--- config.mk ---
export PLATFORM = sky130hd
export DESIGN_NAME = uce_top
export DESIGN_NICKNAME = d
export VERILOG_FILES = /design/src/common/uce_pkg.sv /design/src/design/uce_resp_pump.sv /design/src/design/uce_top.sv /design/src/uce_ctrl/uce_ctrl.sv
export VERILOG_INCLUDE_DIRS = /design/src /design/src/common
export SDC_FILE = /design/constraint.sdc
export NUM_CORES = 1
export LEC_CHECK = 0
export BUFFER_PORTS_ARGS = -buffer_cell sky130_fd_sc_hd__buf_4
export CORE_AREA = 5 5 163 165
export DETAILED_ROUTE_END_ITERATION = 10
export DIE_AREA = 0 0 168 170
export SYNTH_ARGS = -nofsm -noshare
export SYNTH_HDL_FRONTEND = slang
export SYNTH_SLANG_ARGS = --single-unit
--- constraint.sdc ---
create_clock -name clk_i -period 11.9 [get_ports clk_i]
set_clock_uncertainty 0.15 [all_clocks]
set_input_delay 2.38 -clock clk_i [delete_from_list [all_inputs] [get_ports clk_i]]
set_output_delay 2.38 -clock clk_i [all_outputs]
set_load 0.1 [all_outputs]
--- src/common/uce_cfg.svh ---
`ifndef UCE_CFG_SVH
`define UCE_CFG_SVH

// Physical address width in bits
`define UCE_PADDR_WIDTH 32

// One cache block and one memory beat
`define UCE_BLOCK_WIDTH 128
`define UCE_FILL_WIDTH 64
`define UCE_DWORD_WIDTH 64

// Cache geometry
`define UCE_SETS 64
`define UCE_WAYS 4

// Outstanding memory requests allowed at once
`define UCE_MAX_CREDITS 4

`endif

--- src/common/uce_pkg.sv ---
`default_nettype none

`include "uce_cfg.svh"

package uce_pkg;

  localparam int unsigned paddr_width = `UCE_PADDR_WIDTH;
  localparam int unsigned block_width = `UCE_BLOCK_WIDTH;
  localparam int unsigned fill_width = `UCE_FILL_WIDTH;
  localparam int unsigned dword_width = `UCE_DWORD_WIDTH;
  localparam int unsigned size_width = 3;

  localparam int unsigned index_width = $clog2(`UCE_SETS);
  localparam int unsigned way_width = $clog2(`UCE_WAYS);
  localparam int unsigned block_offset_width = $clog2(block_width / 8);
  localparam int unsigned fill_offset_width = $clog2(fill_width / 8);
  localparam int unsigned tag_width = paddr_width - index_width - block_offset_width;
  localparam int unsigned block_beats = block_width / fill_width;
  localparam int unsigned fill_cnt_width = (block_beats > 1) ? $clog2(block_beats) : 1;

  // Size codes are log2 of the byte count
  localparam logic [size_width-1:0] block_size_code = size_width'($clog2(block_width / 8));

  typedef enum logic [1:0]
  {
    e_req_miss_load,
    e_req_uc_load,
    e_req_uc_store,
    e_req_clear
  } uce_req_type_e;

  typedef struct packed
  {
    uce_req_type_e          msg_type;
    logic [paddr_width-1:0] addr;
    logic [size_width-1:0]  size;
    logic [way_width-1:0]   way;
    logic [dword_width-1:0] data;
  } uce_cache_req_s;

  typedef enum logic [1:0]
  {
    e_mem_rd,
    e_mem_uc_rd,
    e_mem_uc_wr
  } uce_mem_type_e;

  typedef struct packed
  {
    uce_mem_type_e          msg_type;
    logic [paddr_width-1:0] addr;
    logic [size_width-1:0]  size;
  } uce_mem_header_s;

  typedef struct packed
  {
    uce_mem_header_s       header;
    logic [fill_width-1:0] data;
  } uce_mem_cmd_s;

  typedef struct packed
  {
    uce_mem_header_s       header;
    logic [fill_width-1:0] data;
    logic                  last;
  } uce_mem_resp_s;

  // One response beat with its own address and its position in the block
  typedef struct packed
  {
    uce_mem_header_s        header;
    logic [paddr_width-1:0] addr;
    logic [block_beats-1:0] fill_index;
    logic [fill_width-1:0]  data;
    logic                   last;
  } uce_resp_beat_s;

  typedef enum logic
  {
    e_tag_clear,
    e_tag_set_tag
  } uce_tag_op_e;

  typedef struct packed
  {
    uce_tag_op_e            opcode;
    logic [index_width-1:0] index;
    logic [way_width-1:0]   way;
    logic [tag_width-1:0]   tag;
  } uce_tag_pkt_s;

  typedef enum logic
  {
    e_data_write,
    e_data_uncached
  } uce_data_op_e;

  typedef struct packed
  {
    uce_data_op_e           opcode;
    logic [index_width-1:0] index;
    logic [way_width-1:0]   way;
    logic [block_beats-1:0] fill_index;
    logic [fill_width-1:0]  data;
  } uce_data_pkt_s;

endpackage

`default_nettype wire

--- src/design/uce_resp_pump.sv ---
`timescale 1ns/1ps
`default_nettype none

module uce_resp_pump
  (
    input  logic                    clk_i,
    input  logic                    reset_i,

    input  uce_pkg::uce_mem_resp_s  mem_resp_i,
    input  logic                    mem_resp_v_i,
    output logic                    mem_resp_ready_o,

    output uce_pkg::uce_resp_beat_s beat_o,
    output logic                    beat_v_o,
    input  logic                    beat_ready_i
  );

  import uce_pkg::*;

  // Beat position inside the current response
  logic [fill_cnt_width-1:0] cnt_r;
  logic                      beat_hs;

  assign beat_v_o = mem_resp_v_i;
  assign mem_resp_ready_o = beat_ready_i;
  assign beat_hs = mem_resp_v_i & beat_ready_i;

  // The header address is the base of the burst, each beat steps one fill width
  always_comb
  begin
    beat_o.header = mem_resp_i.header;
    beat_o.addr = mem_resp_i.header.addr + (paddr_width'(cnt_r) << fill_offset_width);
    beat_o.fill_index = block_beats'(1) << cnt_r;
    beat_o.data = mem_resp_i.data;
    beat_o.last = mem_resp_i.last;
  end

  always_ff @(posedge clk_i)
  begin
    if (reset_i)
    begin
      cnt_r <= '0;
    end
    else if (beat_hs)
    begin
      if (mem_resp_i.last)
        cnt_r <= '0;
      else
        cnt_r <= cnt_r + fill_cnt_width'(1);
    end
  end

endmodule

`default_nettype wire

--- src/design/uce_top.sv ---
`timescale 1ns/1ps
`default_nettype none

module uce_top
  (
    input  logic                   clk_i,
    input  logic                   reset_i,

    input  uce_pkg::uce_cache_req_s cache_req_i,
    input  logic                   cache_req_v_i,
    output logic                   cache_req_ready_o,
    output logic                   cache_req_complete_o,
    output logic                   cache_req_busy_o,

    output uce_pkg::uce_tag_pkt_s  tag_pkt_o,
    output logic                   tag_pkt_v_o,
    input  logic                   tag_pkt_yumi_i,

    output uce_pkg::uce_data_pkt_s data_pkt_o,
    output logic                   data_pkt_v_o,
    input  logic                   data_pkt_yumi_i,

    output uce_pkg::uce_mem_cmd_s  mem_cmd_o,
    output logic                   mem_cmd_v_o,
    input  logic                   mem_cmd_ready_i,

    input  uce_pkg::uce_mem_resp_s mem_resp_i,
    input  logic                   mem_resp_v_i,
    output logic                   mem_resp_ready_o
  );

  import uce_pkg::*;

  uce_resp_beat_s beat;
  logic           beat_v;
  logic           beat_ready;

  uce_ctrl ctrl0
    (
      .clk_i                (clk_i),
      .reset_i              (reset_i),
      .cache_req_i          (cache_req_i),
      .cache_req_v_i        (cache_req_v_i),
      .cache_req_ready_o    (cache_req_ready_o),
      .cache_req_complete_o (cache_req_complete_o),
      .cache_req_busy_o     (cache_req_busy_o),
      .tag_pkt_o            (tag_pkt_o),
      .tag_pkt_v_o          (tag_pkt_v_o),
      .tag_pkt_yumi_i       (tag_pkt_yumi_i),
      .data_pkt_o           (data_pkt_o),
      .data_pkt_v_o         (data_pkt_v_o),
      .data_pkt_yumi_i      (data_pkt_yumi_i),
      .mem_cmd_o            (mem_cmd_o),
      .mem_cmd_v_o          (mem_cmd_v_o),
      .mem_cmd_ready_i      (mem_cmd_ready_i),
      .beat_i               (beat),
      .beat_v_i             (beat_v),
      .beat_ready_o         (beat_ready)
    );

  uce_resp_pump pump0
    (
      .clk_i            (clk_i),
      .reset_i          (reset_i),
      .mem_resp_i       (mem_resp_i),
      .mem_resp_v_i     (mem_resp_v_i),
      .mem_resp_ready_o (mem_resp_ready_o),
      .beat_o           (beat),
      .beat_v_o         (beat_v),
      .beat_ready_i     (beat_ready)
    );

endmodule

`default_nettype wire

--- src/uce_ctrl/uce_ctrl.sv ---
`timescale 1ns/1ps
`default_nettype none

`include "uce_cfg.svh"

module uce_ctrl
  (
    input  logic                    clk_i,
    input  logic                    reset_i,

    input  uce_pkg::uce_cache_req_s cache_req_i,
    input  logic                    cache_req_v_i,
    output logic                    cache_req_ready_o,
    output logic                    cache_req_complete_o,
    output logic                    cache_req_busy_o,

    output uce_pkg::uce_tag_pkt_s   tag_pkt_o,
    output logic                    tag_pkt_v_o,
    input  logic                    tag_pkt_yumi_i,

    output uce_pkg::uce_data_pkt_s  data_pkt_o,
    output logic                    data_pkt_v_o,
    input  logic                    data_pkt_yumi_i,

    output uce_pkg::uce_mem_cmd_s   mem_cmd_o,
    output logic                    mem_cmd_v_o,
    input  logic                    mem_cmd_ready_i,

    input  uce_pkg::uce_resp_beat_s beat_i,
    input  logic                    beat_v_i,
    output logic                    beat_ready_o
  );

  import uce_pkg::*;

  localparam int unsigned credit_width = $clog2(`UCE_MAX_CREDITS + 1);

  typedef enum logic [2:0]
  {
    e_reset,
    e_clear,
    e_ready,
    e_send,
    e_fill_wait,
    e_uc_read_wait
  } state_e;

  state_e                  state_r;
  state_e                  state_n;
  uce_cache_req_s          req_r;
  logic [index_width-1:0]  clear_idx_r;
  logic [credit_width-1:0] credit_cnt_r;
  logic                    tag_done_r;
  logic                    data_done_r;

  logic                    req_hs;
  logic                    credits_full;
  logic                    credit_take;
  logic                    credit_return;
  logic                    clear_hs;
  logic                    clear_last;
  logic                    store_resp_v;
  logic                    load_resp_v;
  logic                    load_yumi;
  logic                    fill_tag_hs;
  logic                    fill_data_hs;
  logic [index_width-1:0]  beat_index;
  logic [tag_width-1:0]    beat_tag;

  assign credits_full = (credit_cnt_r == credit_width'(`UCE_MAX_CREDITS));
  assign cache_req_busy_o = (state_r == e_reset) | (state_r == e_clear) | credits_full;
  assign cache_req_ready_o = (state_r == e_ready) & ~cache_req_busy_o;
  assign req_hs = cache_req_ready_o & cache_req_v_i;
  assign clear_last = (clear_idx_r == index_width'(`UCE_SETS - 1));

  assign beat_index = beat_i.addr[block_offset_width +: index_width];
  assign beat_tag = beat_i.addr[paddr_width-1 -: tag_width];

  // Store acks are drained in any state, every other response waits for its state
  assign store_resp_v = beat_v_i & (beat_i.header.msg_type == e_mem_uc_wr);
  assign load_resp_v = beat_v_i & (beat_i.header.msg_type != e_mem_uc_wr);
  assign beat_ready_o = store_resp_v | load_yumi;

  assign credit_take = mem_cmd_v_o & mem_cmd_ready_i;
  assign credit_return = beat_v_i & beat_ready_o & beat_i.last;

  always_comb
  begin
    mem_cmd_o = '0;
    mem_cmd_o.header.addr = req_r.addr;
    mem_cmd_o.header.size = req_r.size;
    mem_cmd_o.data = {(fill_width / dword_width){req_r.data}};
    case (req_r.msg_type)
      e_req_miss_load:
      begin
        // Fills always fetch the whole block from its first byte
        mem_cmd_o.header.msg_type = e_mem_rd;
        mem_cmd_o.header.addr =
          {req_r.addr[paddr_width-1:block_offset_width], block_offset_width'(0)};
        mem_cmd_o.header.size = block_size_code;
      end
      e_req_uc_load:
        mem_cmd_o.header.msg_type = e_mem_uc_rd;
      default:
        mem_cmd_o.header.msg_type = e_mem_uc_wr;
    endcase
  end

  always_comb
  begin
    state_n = state_r;
    tag_pkt_o = '0;
    tag_pkt_v_o = 1'b0;
    data_pkt_o = '0;
    data_pkt_v_o = 1'b0;
    mem_cmd_v_o = 1'b0;
    cache_req_complete_o = 1'b0;
    clear_hs = 1'b0;
    fill_tag_hs = 1'b0;
    fill_data_hs = 1'b0;
    load_yumi = 1'b0;

    case (state_r)
      e_reset:
        state_n = e_clear;
      e_clear:
      begin
        tag_pkt_o.opcode = e_tag_clear;
        tag_pkt_o.index = clear_idx_r;
        tag_pkt_v_o = 1'b1;
        clear_hs = tag_pkt_yumi_i;
        cache_req_complete_o = clear_hs & clear_last;
        if (cache_req_complete_o)
          state_n = e_ready;
      end
      e_ready:
      begin
        if (req_hs)
          state_n = (cache_req_i.msg_type == e_req_clear) ? e_clear : e_send;
      end
      e_send:
      begin
        mem_cmd_v_o = ~credits_full;
        if (mem_cmd_v_o & mem_cmd_ready_i)
        begin
          // Stores do not wait for their ack
          cache_req_complete_o = (req_r.msg_type == e_req_uc_store);
          case (req_r.msg_type)
            e_req_miss_load:
              state_n = e_fill_wait;
            e_req_uc_load:
              state_n = e_uc_read_wait;
            default:
              state_n = e_ready;
          endcase
        end
      end
      e_fill_wait:
      begin
        tag_pkt_o.opcode = e_tag_set_tag;
        tag_pkt_o.index = beat_index;
        tag_pkt_o.way = req_r.way;
        tag_pkt_o.tag = beat_tag;
        tag_pkt_v_o = load_resp_v & ~tag_done_r;

        data_pkt_o.opcode = e_data_write;
        data_pkt_o.index = beat_index;
        data_pkt_o.way = req_r.way;
        data_pkt_o.fill_index = beat_i.fill_index;
        data_pkt_o.data = beat_i.data;
        data_pkt_v_o = load_resp_v & ~data_done_r;

        fill_tag_hs = tag_pkt_v_o & tag_pkt_yumi_i;
        fill_data_hs = data_pkt_v_o & data_pkt_yumi_i;
        // A beat retires once both arrays have taken their packet, in any order
        load_yumi = load_resp_v & (tag_done_r | fill_tag_hs) & (data_done_r | fill_data_hs);
        cache_req_complete_o = load_yumi & beat_i.last;
        if (cache_req_complete_o)
          state_n = e_ready;
      end
      e_uc_read_wait:
      begin
        data_pkt_o.opcode = e_data_uncached;
        data_pkt_o.index = req_r.addr[block_offset_width +: index_width];
        data_pkt_o.way = req_r.way;
        data_pkt_o.data = {(fill_width / dword_width){beat_i.data[dword_width-1:0]}};
        data_pkt_v_o = load_resp_v;
        load_yumi = data_pkt_v_o & data_pkt_yumi_i;
        cache_req_complete_o = load_yumi;
        if (cache_req_complete_o)
          state_n = e_ready;
      end
      default:
        state_n = e_reset;
    endcase
  end

  always_ff @(posedge clk_i)
  begin
    if (req_hs)
      req_r <= cache_req_i;
  end

  always_ff @(posedge clk_i)
  begin
    if (reset_i)
    begin
      state_r <= e_reset;
      clear_idx_r <= '0;
      credit_cnt_r <= '0;
      tag_done_r <= 1'b0;
      data_done_r <= 1'b0;
    end
    else
    begin
      state_r <= state_n;

      if (clear_hs)
        clear_idx_r <= clear_last ? '0 : clear_idx_r + index_width'(1);

      if (credit_take & ~credit_return)
        credit_cnt_r <= credit_cnt_r + credit_width'(1);
      else if (~credit_take & credit_return)
        credit_cnt_r <= credit_cnt_r - credit_width'(1);

      if (load_yumi)
        tag_done_r <= 1'b0;
      else if (fill_tag_hs)
        tag_done_r <= 1'b1;

      if (load_yumi)
        data_done_r <= 1'b0;
      else if (fill_data_hs)
        data_done_r <= 1'b1;
    end
  end

endmodule

`default_nettype wire

==> results.txt, run 1 <==
Post-CTS repair changed the size of 0 cells. For this design, the sink count on the clock tree is 118. After synthesis, the largest area contributor takes up 50.44% of total cell area. The register clock-pin slew on the reported worst setup and hold paths is 60 ps. The average instance in the mapped netlist occupies 11.50 sq um. Counting flops with a built-in enable in the synthesized netlist gives 103.

In this run the register-to-register setup slack is 8540 ps. Tracing the worst setup path back leads to its startpoint at mem_resp_i[71]. The logic depth of the worst register-to-register path was 10; the count of fill cells added during filler insertion was 2,466. In this run the core area contains 58 standard-cell rows. The routed design could run at a clock period as short as 6735 ps. The placed instances occupy a cell area of 8922 sq um. For the required time of the critical path, the log shows 9370 ps.

The count of pins on the block boundary was 426; the sum of net half-perimeters after detailed placement was 16,710 microns. Walking the worst path, the cells encountered are buf_4 -> and2_1 -> ha_1 -> and4_1 -> nand4_2 -> or3_1 -> a21oi_1 -> buf_4. Buffers placed on the I/O ports in this run total 419. For the final count of hold timing violations, the log shows 0.

The maximum level of the CTS H-tree was 4. Setup repair after global routing left no endpoint under its margin. The post-detailed-route count of antenna-violating nets is 0. Among the stages of the critical path, the cell type that occurs most often is buf_4. Entering global routing, the biggest net connects 74 pins. Summing all multi-input logic gate instances after layout gives 1926 sq um. The highest cell delay on the worst timing path works out to 360 ps. The largest area contributor in the netlist was edfxtp_1.

The final number of max-transition violations was 0; the initial detailed-routing violation count was 205. The final core utilization was 38.06%. The area growth from synthesis to layout is 54.50%. For the final layout net count, the log shows 1,077.

The total track usage came out at 13.67%. The first TritonRoute pass finished after 4 iterations. The synthesized net count was 749; the power density over cell area was 143.0 nW/um^2. The number of antenna violations at the first check in global routing came out at 3. The post-route setup TNS is 0 ps. The maximum count of clock buffers along a single path came out at 2.

The logs give 4200 ps for the arrival time of the worst setup path and 0.004163 uW for the leakage power. The count of endpoints failing setup in the final report was 0. The worst-path cell with the longest stage delay is and4_1.

The die is 168 microns wide. TritonCTS built the clock tree. At the placement stage, the worst setup path has a slack of 5153 ps. The floorplan step defined a die boundary enclosing 28,560 sq um. For the headroom to the max-slew limit, the log shows 24.05%. Ranked by instance count, the synthesized netlist is headed by edfxtp_1, buf_4, and2_1.

The floorplan die height came out at 170 microns. Yosys instantiated no cell more often than edfxtp_1. The first-pass GRT wire length is 30,080 microns.

The via density per instance was 4.137; the area of the core was 24,890 sq um. For this configuration, the core starts out at a cell density of 24.64%. For this block, the routed nets add up to 20,610 microns of wire. Area of all placed cells without fillers: 9474 sq um.

The post-route netlist has 54.46% of its cells at a drive strength greater than 1. After technology mapping, the gate count stands at 533. The tools report the register area share after synthesis as 55.34%. The clock reaches the later pin of the worst-skew pair after 400 ps.

Counting flops and latches in the post-synthesis netlist gives 118. The number of distinct library cells after synthesis was 55. The via count of the first global-routing pass was 5,167. For this design, the CTS-stage hold fixing added 0 buffers. The run finished with clean final reports. In this run the critical register-to-register path is launched from ctrl0.state_r[2]$_SDFFE_PP0P_.

In this run the worst hold path is classified as reg -> reg. The critical path ends at tag_pkt_o[15]. At the pin with the least slew margin, the transition time is 1137 ps. In this run the critical register-to-register path is captured at ctrl0.credit_cnt_r[2]$_SDFFE_PP0P_. The routed layout has 4,989 vias. The worst setup path is captured at an output port. For this run the aggregate overflow at the end of global routing stands at 0. At the end of routability-driven placement, the weighted congestion stood at 0.8141. The yosys synthesis warning count was 0. The worst setup path is of the in -> out kind.

The async set-or-reset flop fraction in the synthesized netlist was 0%. Clock tree synthesis inserted a total of 17 buffers. The maximum ir drop on the vdd rail is 0.09173 mV, and the wire length per cell after detailed routing is 17.09 microns. After detailed routing, the number of remaining DRC violations is 0. The worst path uses 56.60% of the clock period. Static timing analysis puts the maximum clock frequency at 148.5 MHz. The register area was 3393 sq um; the slack of the critical path was 5165 ps. The cell area that synthesis handed to floorplanning was 6132 sq um. Clock tree synthesis selected as its root buffer the cell clkbuf_16. For the total of max-cap violations, the log shows 0. Along the worst path, the maximum fanout reaches 6. Among all flip-flop cells after synthesis, the most frequent one is edfxtp_1. Sorting the synthesized cells by area gives the leading types as edfxtp_1, buf_4, and2_1. The worst setup path is launched from an input port. Buffers added to address setup during post-CTS repair amount to 0.
-- logic make-up after synthesis --
| kind of cell | count (synthesis) | synth area share, % |
|---|---|---|
| AOI/OAI and AO/OA | 40 | 4.142 |
| xor gates and xnor gates | 31 | 4.428 |
| adders and majority gates | 4 | 0.9387 |
| buffers and inverters | 121 | 13.43 |
| DFF | 118 | 55.34 |
| muxes | 4 | 0.6937 |
| and+or+nand+nor | 215 | 21.04 |
-- per-stage QoR --
| stage | hold WS, ps | cells | power [uW] |
|---|---|---|---|
| floorplan | 301.2 | 533 | 792.2 |
| global placement | 316.2 | 1172 | 886.7 |
| detailed placement | 333.9 | 1172 | 889.6 |
| CTS | 339.4 | 1204 | 1373 |
| global route | 359.7 | 1206 | 1410 |
| finish | 344.8 | 1206 | 1354 |
-- cells in the final DEF (no fill, tap or decap), types with 2 or more instances in the layout --
master	count
and4_4	2
nor2_2	3
ha_1	3
nor3_1	6
xor2_1	15
mux2_1	2
dfxtp_1	15
nor3_2	3
xnor2_1	16
nand3_1	9
nor3b_2	2
inv_1	9
nor2b_1	11
nor2_1	42
a32oi_1	2
a21o_1	2
o21ai_0	11
a21oi_1	11
mux2i_1	2
nand2_1	25
buf_4	420
and3_1	9
nand4_4	2
nor4_2	3
inv_8	2
edfxtp_1	103
a211oi_1	2
and2_1	72
and4_1	2
clkbuf_16	17
nand4_1	6
o32ai_1	2
diode_2	2
inv_6	6
a31oi_1	2
clkinvlp_4	5
or3_1	4
nand2b_1	3
-- area by class of cell --
class	count	share of cell area, %
Antenna cell	2	0.05283
Clock buffer	18	4.530
Timing Repair Buffer	420	33.28
Sequential cell	118	35.82
Inverter	10	0.3962
Multi-Input combinational cell	294	20.32
Clock inverter	14	1.241
Tap cell	330	4.358
-- critical path, delay by kind of cell --
kind | cells | cell delay [ps]
AOI/OAI and AO/OA | 1 | 160
adders and majority gates | 1 | 180
buffers and inverters | 2 | 430
and+or+nand+nor | 4 | 1050
-- layer usage --
| metal | global-route usage (%) | wire length [microns] | vias up |
|---|---|---|---|
| met4 | 4.975 | 309 | 2 |
| met5 | 0 | 13 | - |
| met2 | 25.70 | 11120 | 278 |
| met1 | 12.43 | 6451 | 2287 |
| li1 | - | - | 2406 |
| met3 | 7.271 | 2714 | 16 |
-- registers in the layout (all words and copies together) (netlist names) --
register and cells:
ctrl0.state_r 3, pump0.cnt_r 1, ctrl0.data_done_r 1, ctrl0.credit_cnt_r 3, ctrl0.req_r 39, ctrl0.tag_done_r 1, ctrl0.clear_idx_r 6, ctrl0.mem_cmd_o 64
-- power by group --
part / total [uW] / switching, uW / internal, uW
registers: 499 / 15.2 / 484
clock network: 478 / 205 / 272
logic: 378 / 278 / 99.9
total: 1350 / 499 / 856
-- worst min path at each step --
stage | startpoint | to | depth (start not counted)
6_report | ctrl0.credit_cnt_r[2]$_SDFFE_PP0P_ | ctrl0.credit_cnt_r[2]$_SDFFE_PP0P_ | 2
5_1_grt | ctrl0.credit_cnt_r[2]$_SDFFE_PP0P_ | ctrl0.credit_cnt_r[2]$_SDFFE_PP0P_ | 2
4_1_cts | ctrl0.credit_cnt_r[2]$_SDFFE_PP0P_ | ctrl0.credit_cnt_r[2]$_SDFFE_PP0P_ | 2
3_5_place_dp | ctrl0.credit_cnt_r[2]$_SDFFE_PP0P_ | ctrl0.credit_cnt_r[2]$_SDFFE_PP0P_ | 2
3_3_place_gp | ctrl0.credit_cnt_r[2]$_SDFFE_PP0P_ | ctrl0.credit_cnt_r[2]$_SDFFE_PP0P_ | 2
2_1_floorplan | ctrl0.data_done_r$_SDFFE_PP0P_ | ctrl0.data_done_r$_SDFFE_PP0P_ | 2
Note: power is estimated with default switching activity, not from simulation.
==> run 2: changes to the inputs <==
--- a/config.mk
+++ b/config.mk
@@ -6,10 +6,11 @@
 export SDC_FILE = /design/constraint.sdc
 export NUM_CORES = 1
 export LEC_CHECK = 0
+export ABC_AREA = 1
 export BUFFER_PORTS_ARGS = -buffer_cell sky130_fd_sc_hd__buf_4
-export CORE_AREA = 5 5 163 165
+export CORE_AREA = 5 5 165 167
 export DETAILED_ROUTE_END_ITERATION = 10
-export DIE_AREA = 0 0 168 170
+export DIE_AREA = 0 0 170 172
 export SYNTH_ARGS = -nofsm -noshare
 export SYNTH_HDL_FRONTEND = slang
 export SYNTH_SLANG_ARGS = --single-unit
==> constraint.sdc (replaced) <==
create_clock -name clk_i -period 5.9 [get_ports clk_i]
set_clock_uncertainty 0.15 [all_clocks]
set_input_delay 1.18 -clock clk_i [delete_from_list [all_inputs] [get_ports clk_i]]
set_output_delay 1.18 -clock clk_i [all_outputs]
set_load 0.1 [all_outputs]
==> run 2 against run 1 <==
Against the previous run: cell count is 19% higher; via count increased by 19%; clock-buffer cell count down 1; core utilization is 0.55 points higher; critical path depth rose by 4; synthesized cell count up 41%; area after synthesis is 5.3% higher; first-iteration DRC count is 18% higher; worst hold slack worse by 23 ps; largest power group is now combinational logic.
==> results.txt, run 2 <==
Count of pins on the block boundary: 426 (unchanged). The clock latency of the later-clocked register in the worst-skew pair is 400 ps (about the same). The required time of the critical path is 4570 ps (-4800 ps). The run gives 0 (unchanged) as the number of buffers added for setup after CTS. For the number of distinct library cells after synthesis, the log shows 34 (-38%).

The tools report the iteration count of the initial detailed-routing pass as 4 (unchanged). The tools report the reg-to-reg setup timing slack as 2930 ps (-5610 ps). The post-detailed-route count of antenna-violating nets was 0 (unchanged). By area the synthesized netlist is led by edfxtp_1, buf_4, nor2_1. The post-cts resize count was 0 (unchanged); the x dimension of the die was 170 microns (+1.2%).

The post-route setup TNS is 0 ps (unchanged). The sum of net half-perimeters after detailed placement is 19,440 microns (+16%), and the proportion of layout cells with a drive suffix above 1 is 43.19% (-11 points). The tools report the maximum count of clock buffers along a single path as 2 (unchanged). The headroom to the max-slew limit is 47.24% (+23 points), and the number of antenna repair diodes is 0 (-2). The largest total area in the synthesized netlist belongs to edfxtp_1. The number of sinks on the clock net was 118 (unchanged).

The run gives 0 (unchanged) as the total of max-cap violations. The library cell used most frequently in the layout, excluding fill and tap cells, is buf_4. The tools report the multi-input gate area in the final layout as 1815 sq um (-5.7%). The total of flip-flops plus latches after synthesis was 118 (unchanged).

The library cells used most frequently in the layout, excluding fill and tap cells, are buf_4, nor2_1, inv_1. The wire length per cell after detailed routing came out at 16.23 microns (-5.0%). By startpoint and endpoint, the worst setup path is classified as in -> out.

The power density over cell area was 475.7 nW/um^2 (+230%); the leakage power was 0.004871 uW (+17%). The synthesized net count is 969 (+29%). The startpoint of the most critical register-to-register path is ctrl0.state_r[1]$_SDFFE_PP0P_. The number of port buffers is 419 (unchanged).

TritonCTS built the clock tree. The worst hold path stage count came out at 2 (unchanged). For the count of fill cells added during filler insertion, the log shows 2,625 (+6.4%).

The largest net degree at the start of global routing came out at 70 (-5.4%). The worst setup path is captured at an output port. The startpoint identified for the worst hold timing path is ctrl0.credit_cnt_r[2]$_SDFFE_PP0P_. The run gives 0 (unchanged) as the final count of hold timing violations. Floorplan die height: 172 microns (+1.2%). Arrival time of the worst setup path: 3020 ps (-1180 ps). Based on the critical path, the design can be clocked at up to 230.0 MHz.

Portion of synthesized cell area occupied by the leading cell type: 47.91% (-2.5 points). The cell area after technology mapping is 6456 sq um (+5.3%), and the post-route DRC violation count is 0 (unchanged). Setup repair after global routing left no endpoint under its margin.

The via density per instance came out at 4.118 (-0.46%). The run gives 6,117 (+18%) as the via count of the first global-routing pass. The min-delay analysis places its worst path in the category reg -> reg. Number of rows in the core area: 59 (+1.7%). The register area share after synthesis was 52.56% (-2.8 points); the final core utilization was 38.61% (+0.55 points).

The detailed-route wire length is 23,330 microns (+13%), and the first-pass GRT wire length is 33,680 microns (+12%). The total track usage was 15.14% (+1.5 points). Clock period minus worst slack: 4347 ps. The post-synthesis area per instance was 8.574 sq um (-25%).

The clock root buffer is clkbuf_16. For the number of buffers inserted during clock tree synthesis, the log shows 17 (unchanged). Cell count after synthesis: 753 (+41%). The register clock-pin slew on the reported worst setup and hold paths is 60 ps (about the same).

By instance count, the leading cell after synthesis is nor2_1. The tools report the maximum level of the CTS H-tree as 4 (unchanged). The starting density of the core is 25.20% (+0.57 points), and the share of the clock period used by the worst path after layout is 73.69%. The critical path startpoint category is an input port. The initial detailed-routing violation count was 241 (+18%); the logic depth of the worst register-to-register path was 15 (+5).

The run finished with clean final reports. The total congestion overflow came out at 0 (unchanged). The count of flip-flops with a built-in enable after synthesis is 103 (unchanged). The count of hold-fix buffers inserted at cts was 0 (unchanged). Transition time of the tightest slew-check pin: 791.5 ps (-345.3 ps).

Tracing the worst setup path back leads to its startpoint at mem_resp_i[71]. Via total after detailed routing: 5,917 (+19%). Final number of max-transition violations: 0 (unchanged). The area of the die was 29,240 sq um (+2.4%); the largest fanout on the critical path was 5 (-1). Register area: 3393 sq um (unchanged). The number of flip-flops in the largest register is 64 (unchanged). The prevailing post-synth register cell was edfxtp_1. The logs give 0.8960 (+10%) for the final weighted congestion of routability-driven global placement and 1,305 (+21%) for the final layout net count. The run gives 0 (unchanged) as the yosys synthesis warning count. In the synthesized netlist, the cells that appear most often are nor2_1, inv_1, nand2_1. The area of the core is 25,620 sq um (+2.9%), and the layout overhead on the synthesized area is 53.18%. The async set-or-reset flop fraction in the synthesized netlist was 0% (unchanged). Maximum ir drop on the vdd rail: 0.2868 mV (+210%). The count of endpoints failing setup in the final report was 0 (unchanged); the number of antenna violations at the first check in global routing was 1 (-2).
run 2: final cells by class:
class	count	area share [%]
flip-flops and latches	118	34.31
repair buffers	421	31.96
multi-input cells	396	18.36
inverters	135	5.124
clock buffers	17	4.302
well taps	335	4.238
clock inverters	15	1.708
run 2: critical path, cell delays in order:
cell and delay (ps):
buf_4 80, nand2_1 90, inv_2 120, ha_1 210, nand2_1 120, nor2_4 130, nand2_1 110, nor2_1 230
nand3_1 120, xor2_1 190, nor2_1 110, buf_4 300
run 2: path summary, 6_finish.rpt:
check / to
max: tag_pkt_o[7]
min: ctrl0.credit_cnt_r[2]$_SDFFE_PP0P_
max reg2reg: ctrl0.credit_cnt_r[2]$_SDFFE_PP0P_
min reg2reg: ctrl0.credit_cnt_r[2]$_SDFFE_PP0P_
run 2: power breakdown:
part           switching, uW  internal [uW]
Sequential              49.6           1020
Clock                    412            632
Combinational           2120            470
run 2: through the flow:
| stage | hold WS (ps) | std cells | total power (uW) | instance area, sq um | setup WS, ps |
|---|---|---|---|---|---|
| final | 321.4 | 1437 | 4704 | 9889 | 1553 |
| after global placement | 300.3 | 1405 | 3694 | 9295 | 1587 |
| after global routing | 344.3 | 1437 | 4894 | 9889 | 1252 |
| after CTS | 330.6 | 1437 | 4765 | 9889 | 1480 |
| after detailed placement | 321.4 | 1405 | 3707 | 9295 | 1550 |
| after floorplan | 288.5 | 753 | 3191 | 6461 | 28.39 |
run 2: cell families after synthesis:
group | Yosys count | share of synthesized area [%]
flip-flops | 118 | 52.56
AND/OR/NAND/NOR | 346 | 22.83
adder cells (fa/ha/maj) | 4 | 0.8915
XOR/XNOR | 8 | 1.085
AO/OA/AOI/OAI | 38 | 3.139
buffers and inverters | 239 | 19.50
run 2: per-layer routing:
metal / track usage, % / vias to the layer above / routed length (microns) / part of all wire, %
met2: 28.76 / 294 / 12370 / 53
met1: 14.39 / 2659 / 7549 / 32
met5: 0 / - / 18 / 0.077
li1: - / 2936 / - / -
met4: 5.347 / 2 / 528 / 2.3
met3: 6.790 / 26 / 2857 / 12
==> run 3: changes to the inputs <==
--- a/config.mk
+++ b/config.mk
@@ -6,11 +6,11 @@
 export SDC_FILE = /design/constraint.sdc
 export NUM_CORES = 1
 export LEC_CHECK = 0
-export ABC_AREA = 1
+export ABC_AREA = 0
 export BUFFER_PORTS_ARGS = -buffer_cell sky130_fd_sc_hd__buf_4
-export CORE_AREA = 5 5 165 167
+export CORE_AREA = 5 5 163 165
 export DETAILED_ROUTE_END_ITERATION = 10
-export DIE_AREA = 0 0 170 172
+export DIE_AREA = 0 0 168 170
 export SYNTH_ARGS = -nofsm -noshare
 export SYNTH_HDL_FRONTEND = slang
 export SYNTH_SLANG_ARGS = --single-unit
==> constraint.sdc (replaced) <==
create_clock -name clk_i -period 3.6 [get_ports clk_i]
set_clock_uncertainty 0.15 [all_clocks]
set_input_delay 0.72 -clock clk_i [delete_from_list [all_inputs] [get_ports clk_i]]
set_output_delay 0.72 -clock clk_i [all_outputs]
set_load 0.1 [all_outputs]
==> run 3 against run 2 <==
Against the previous run: power fell by 2.9%; die area shrank 2.3%; cell count down 16%; core utilization increased by 0.083 points; non-clock buffer count grew 6; setup slack worse by 1300 ps; worst hold slack better by 12 ps; sequential share of layout area grew 0.92 points; combinational power fell by 51%; register-to-register slack got worse by 2200 ps; clock-buffer cell count did not move; critical endpoint is now tag_pkt_o[15]; largest cell class unchanged; largest power group is now registers; highest routed layer unchanged.
==> results.txt, run 3 (same netlist as run 1, synthesis figures left out) <==
The floorplan die height is 170 microns (-1.2%). Part of the power in the clock network: 35.9% (+14 points). Leakage power: 0.004214 uW (-13%).

The number of antenna repair diodes is 0 (unchanged), and the share of total power in combinational logic is 28.1% (-27 points). The tools report the arrival time of the worst setup path as 2490 ps (-530 ps). The worst setup path is captured at an output port. The share of the clock period used by the worst path after layout works out to 93.40%. The power density over cell area works out to 474.1 nW/um^2 (-0.34%).

The run gives 0 (unchanged) as the post-cts resize count. The transition time of the tightest slew-check pin works out to 561.4 ps (-230.1 ps). The run gives 0 (unchanged) as the post-detailed-route count of antenna-violating nets. The count of hold-fix buffers inserted at cts is 0 (unchanged), and the initial detailed-routing violation count is 257 (+6.6%). The flow ran to the end, and the final reports show no timing, DRC or antenna violations. TritonCTS built the clock tree. For the final number of max-transition violations, the log shows 0 (unchanged). X dimension of the die: 168 microns (-1.2%). The tools report the count of pins on the block boundary as 426 (unchanged). The tools report the starting density of the core as 24.64% (-0.57 points).

The library cells used most frequently in the layout, excluding fill and tap cells, are buf_4, edfxtp_1, and2_1. The via total after detailed routing came out at 5,006 (-15%). Required time of the critical path: 2730 ps (-1840 ps). The number of flip-flops in the largest register came out at 64 (unchanged). For the overall power after layout, the log shows 4565 uW (-2.9%). Based on the critical path, the design can be clocked at up to 297.4 MHz. The proportion of layout cells with a drive suffix above 1 came out at 57.21% (+14 points).

The area of the core was 24,890 sq um (-2.8%); the headroom to the max-slew limit was 62.44% (+15 points). In this run the worst hold path is classified as in -> reg. The run gives 5,273 (-14%) as the via count of the first global-routing pass. The run gives 0.3182 mV (+11%) as the maximum ir drop on the vdd rail. The worst setup path is of the in -> out kind.

Number of sinks on the clock net: 118 (unchanged). The count of endpoints failing setup in the final report was 0 (unchanged). The detailed-route wire length came out at 20,950 microns (-10%). The total congestion overflow is 0 (unchanged). Final weighted congestion of routability-driven global placement: 0.8240 (-8.0%). The most frequent standard cell in the layout excluding fill and tap cells was buf_4.

The final layout net count was 1,084 (-17%); the post-route setup TNS was 0 ps (unchanged). For the net switching power, the log shows 1658 uW (-36%). Design internal power: 2907 uW (+37%). The clock period minus worst slack came out at 3363 ps. The largest fanout on the critical path works out to 6 (+1). The tools report the clock latency of the later-clocked register in the worst-skew pair as 400 ps (about the same). The logs give 17,200 microns (-12%) for the sum of net half-perimeters after detailed placement and 28,560 sq um (-2.3%) for the area of the die.

The post-route DRC violation count came out at 0 (unchanged). For the largest net degree at the start of global routing, the log shows 73 (+4.3%). The number of buffers inserted during clock tree synthesis came out at 17 (unchanged). The first-pass GRT wire length was 30,710 microns (-8.8%). Maximum level of the CTS H-tree: 4 (unchanged). The maximum count of clock buffers along a single path is 2 (unchanged). The wire length per cell after detailed routing was 17.30 microns (+6.6%). The logs give 36.1% (+13 points) for the sequential share of power and 13.96% (-1.2 points) for the total track usage. The tools report the number of buffers added for setup after CTS as 0 (unchanged).

The via density per instance is 4.134 (+0.39%). The number of antenna violations at the first check in global routing is 2 (+1). The critical path startpoint category is an input port.

Relative to the synthesized area, the layout overhead comes to 57.05%. The tools report the total of max-cap violations as 0 (unchanged). Setup repair after global routing left no endpoint under its margin.

Iteration count of the initial detailed-routing pass: 5 (+1). The tree is rooted in a clkbuf_16. The switching power as a share of total power works out to 36.32% (-18 points).

The number of rows in the core area was 58 (-1.7%). The final count of hold timing violations is 0 (unchanged), and the number of port buffers is 419 (unchanged). The register clock-pin slew on the reported worst setup and hold paths works out to 60 ps (about the same).
==> run 3: power by group through the flow <==
stage               logic (uW)  clock network (uW)  registers, uW
floorplan                  970                   0           1650
global placement          1290                   0           1670
detailed placement        1290                   0           1680
CTS                       1290                1680           1650
global route              1340                1770           1660
finish                    1280                1640           1650
==> run 3: through the flow <==
step	utilization [%]	cells	hold slack (ps)	worst slack, ps	area [sq um]
after floorplan	-	533	301.2	4.014	6206
after global placement	36.39	1179	319.7	244.8	9059
after detailed placement	36.39	1179	328.4	222.8	9059
after CTS	38.69	1211	312.3	190.6	9630
after global routing	38.69	1211	301.0	113.2	9630
final	38.69	1211	333.8	237.4	9630
==> run 3: area by class of cell <==
cell class | count | area, sq um
clock buffer | 17 | 425.4
clock inverter | 15 | 146.4
fill | 2442 | 15260
inverter | 10 | 37.54
multi-input combinational | 294 | 1997
sequential | 118 | 3393
tap | 330 | 412.9
timing repair buffer | 427 | 3218
==> run 3: worst paths after layout <==
kind / depth (start not counted) / slack (ps) / startpoint / end
setup / recovery: 8 / 240 / mem_resp_i[71] / tag_pkt_o[15]
hold / removal: 1 / 330 / cache_req_i[89] / ctrl0.req_r[89]$_DFFE_PP_
setup reg to reg: 11 / 730 / ctrl0.state_r[1]$_SDFFE_PP0P_ / ctrl0.credit_cnt_r[2]$_SDFFE_PP0P_
hold reg to reg: 2 / 340 / ctrl0.credit_cnt_r[2]$_SDFFE_PP0P_ / ctrl0.credit_cnt_r[2]$_SDFFE_PP0P_
==> run 3: critical path, cell delays in order <==
cell and delay, ps:
buf_4 80, and2_1 110, ha_1 190, and4_1 360, nand4_2 220, or3_1 370
a21oi_2 130, buf_4 290
==> run 3: routing by layer <==
| metal | GRT usage, % | routed length, microns | part of all wire (%) |
|---|---|---|---|
| met1 | 13.37 | 6753 | 32 |
| met2 | 26.73 | 11360 | 54 |
| met3 | 6.899 | 2654 | 13 |
| met4 | 3.282 | 155 | 0.74 |
| met5 | 0 | 27 | 0.13 |
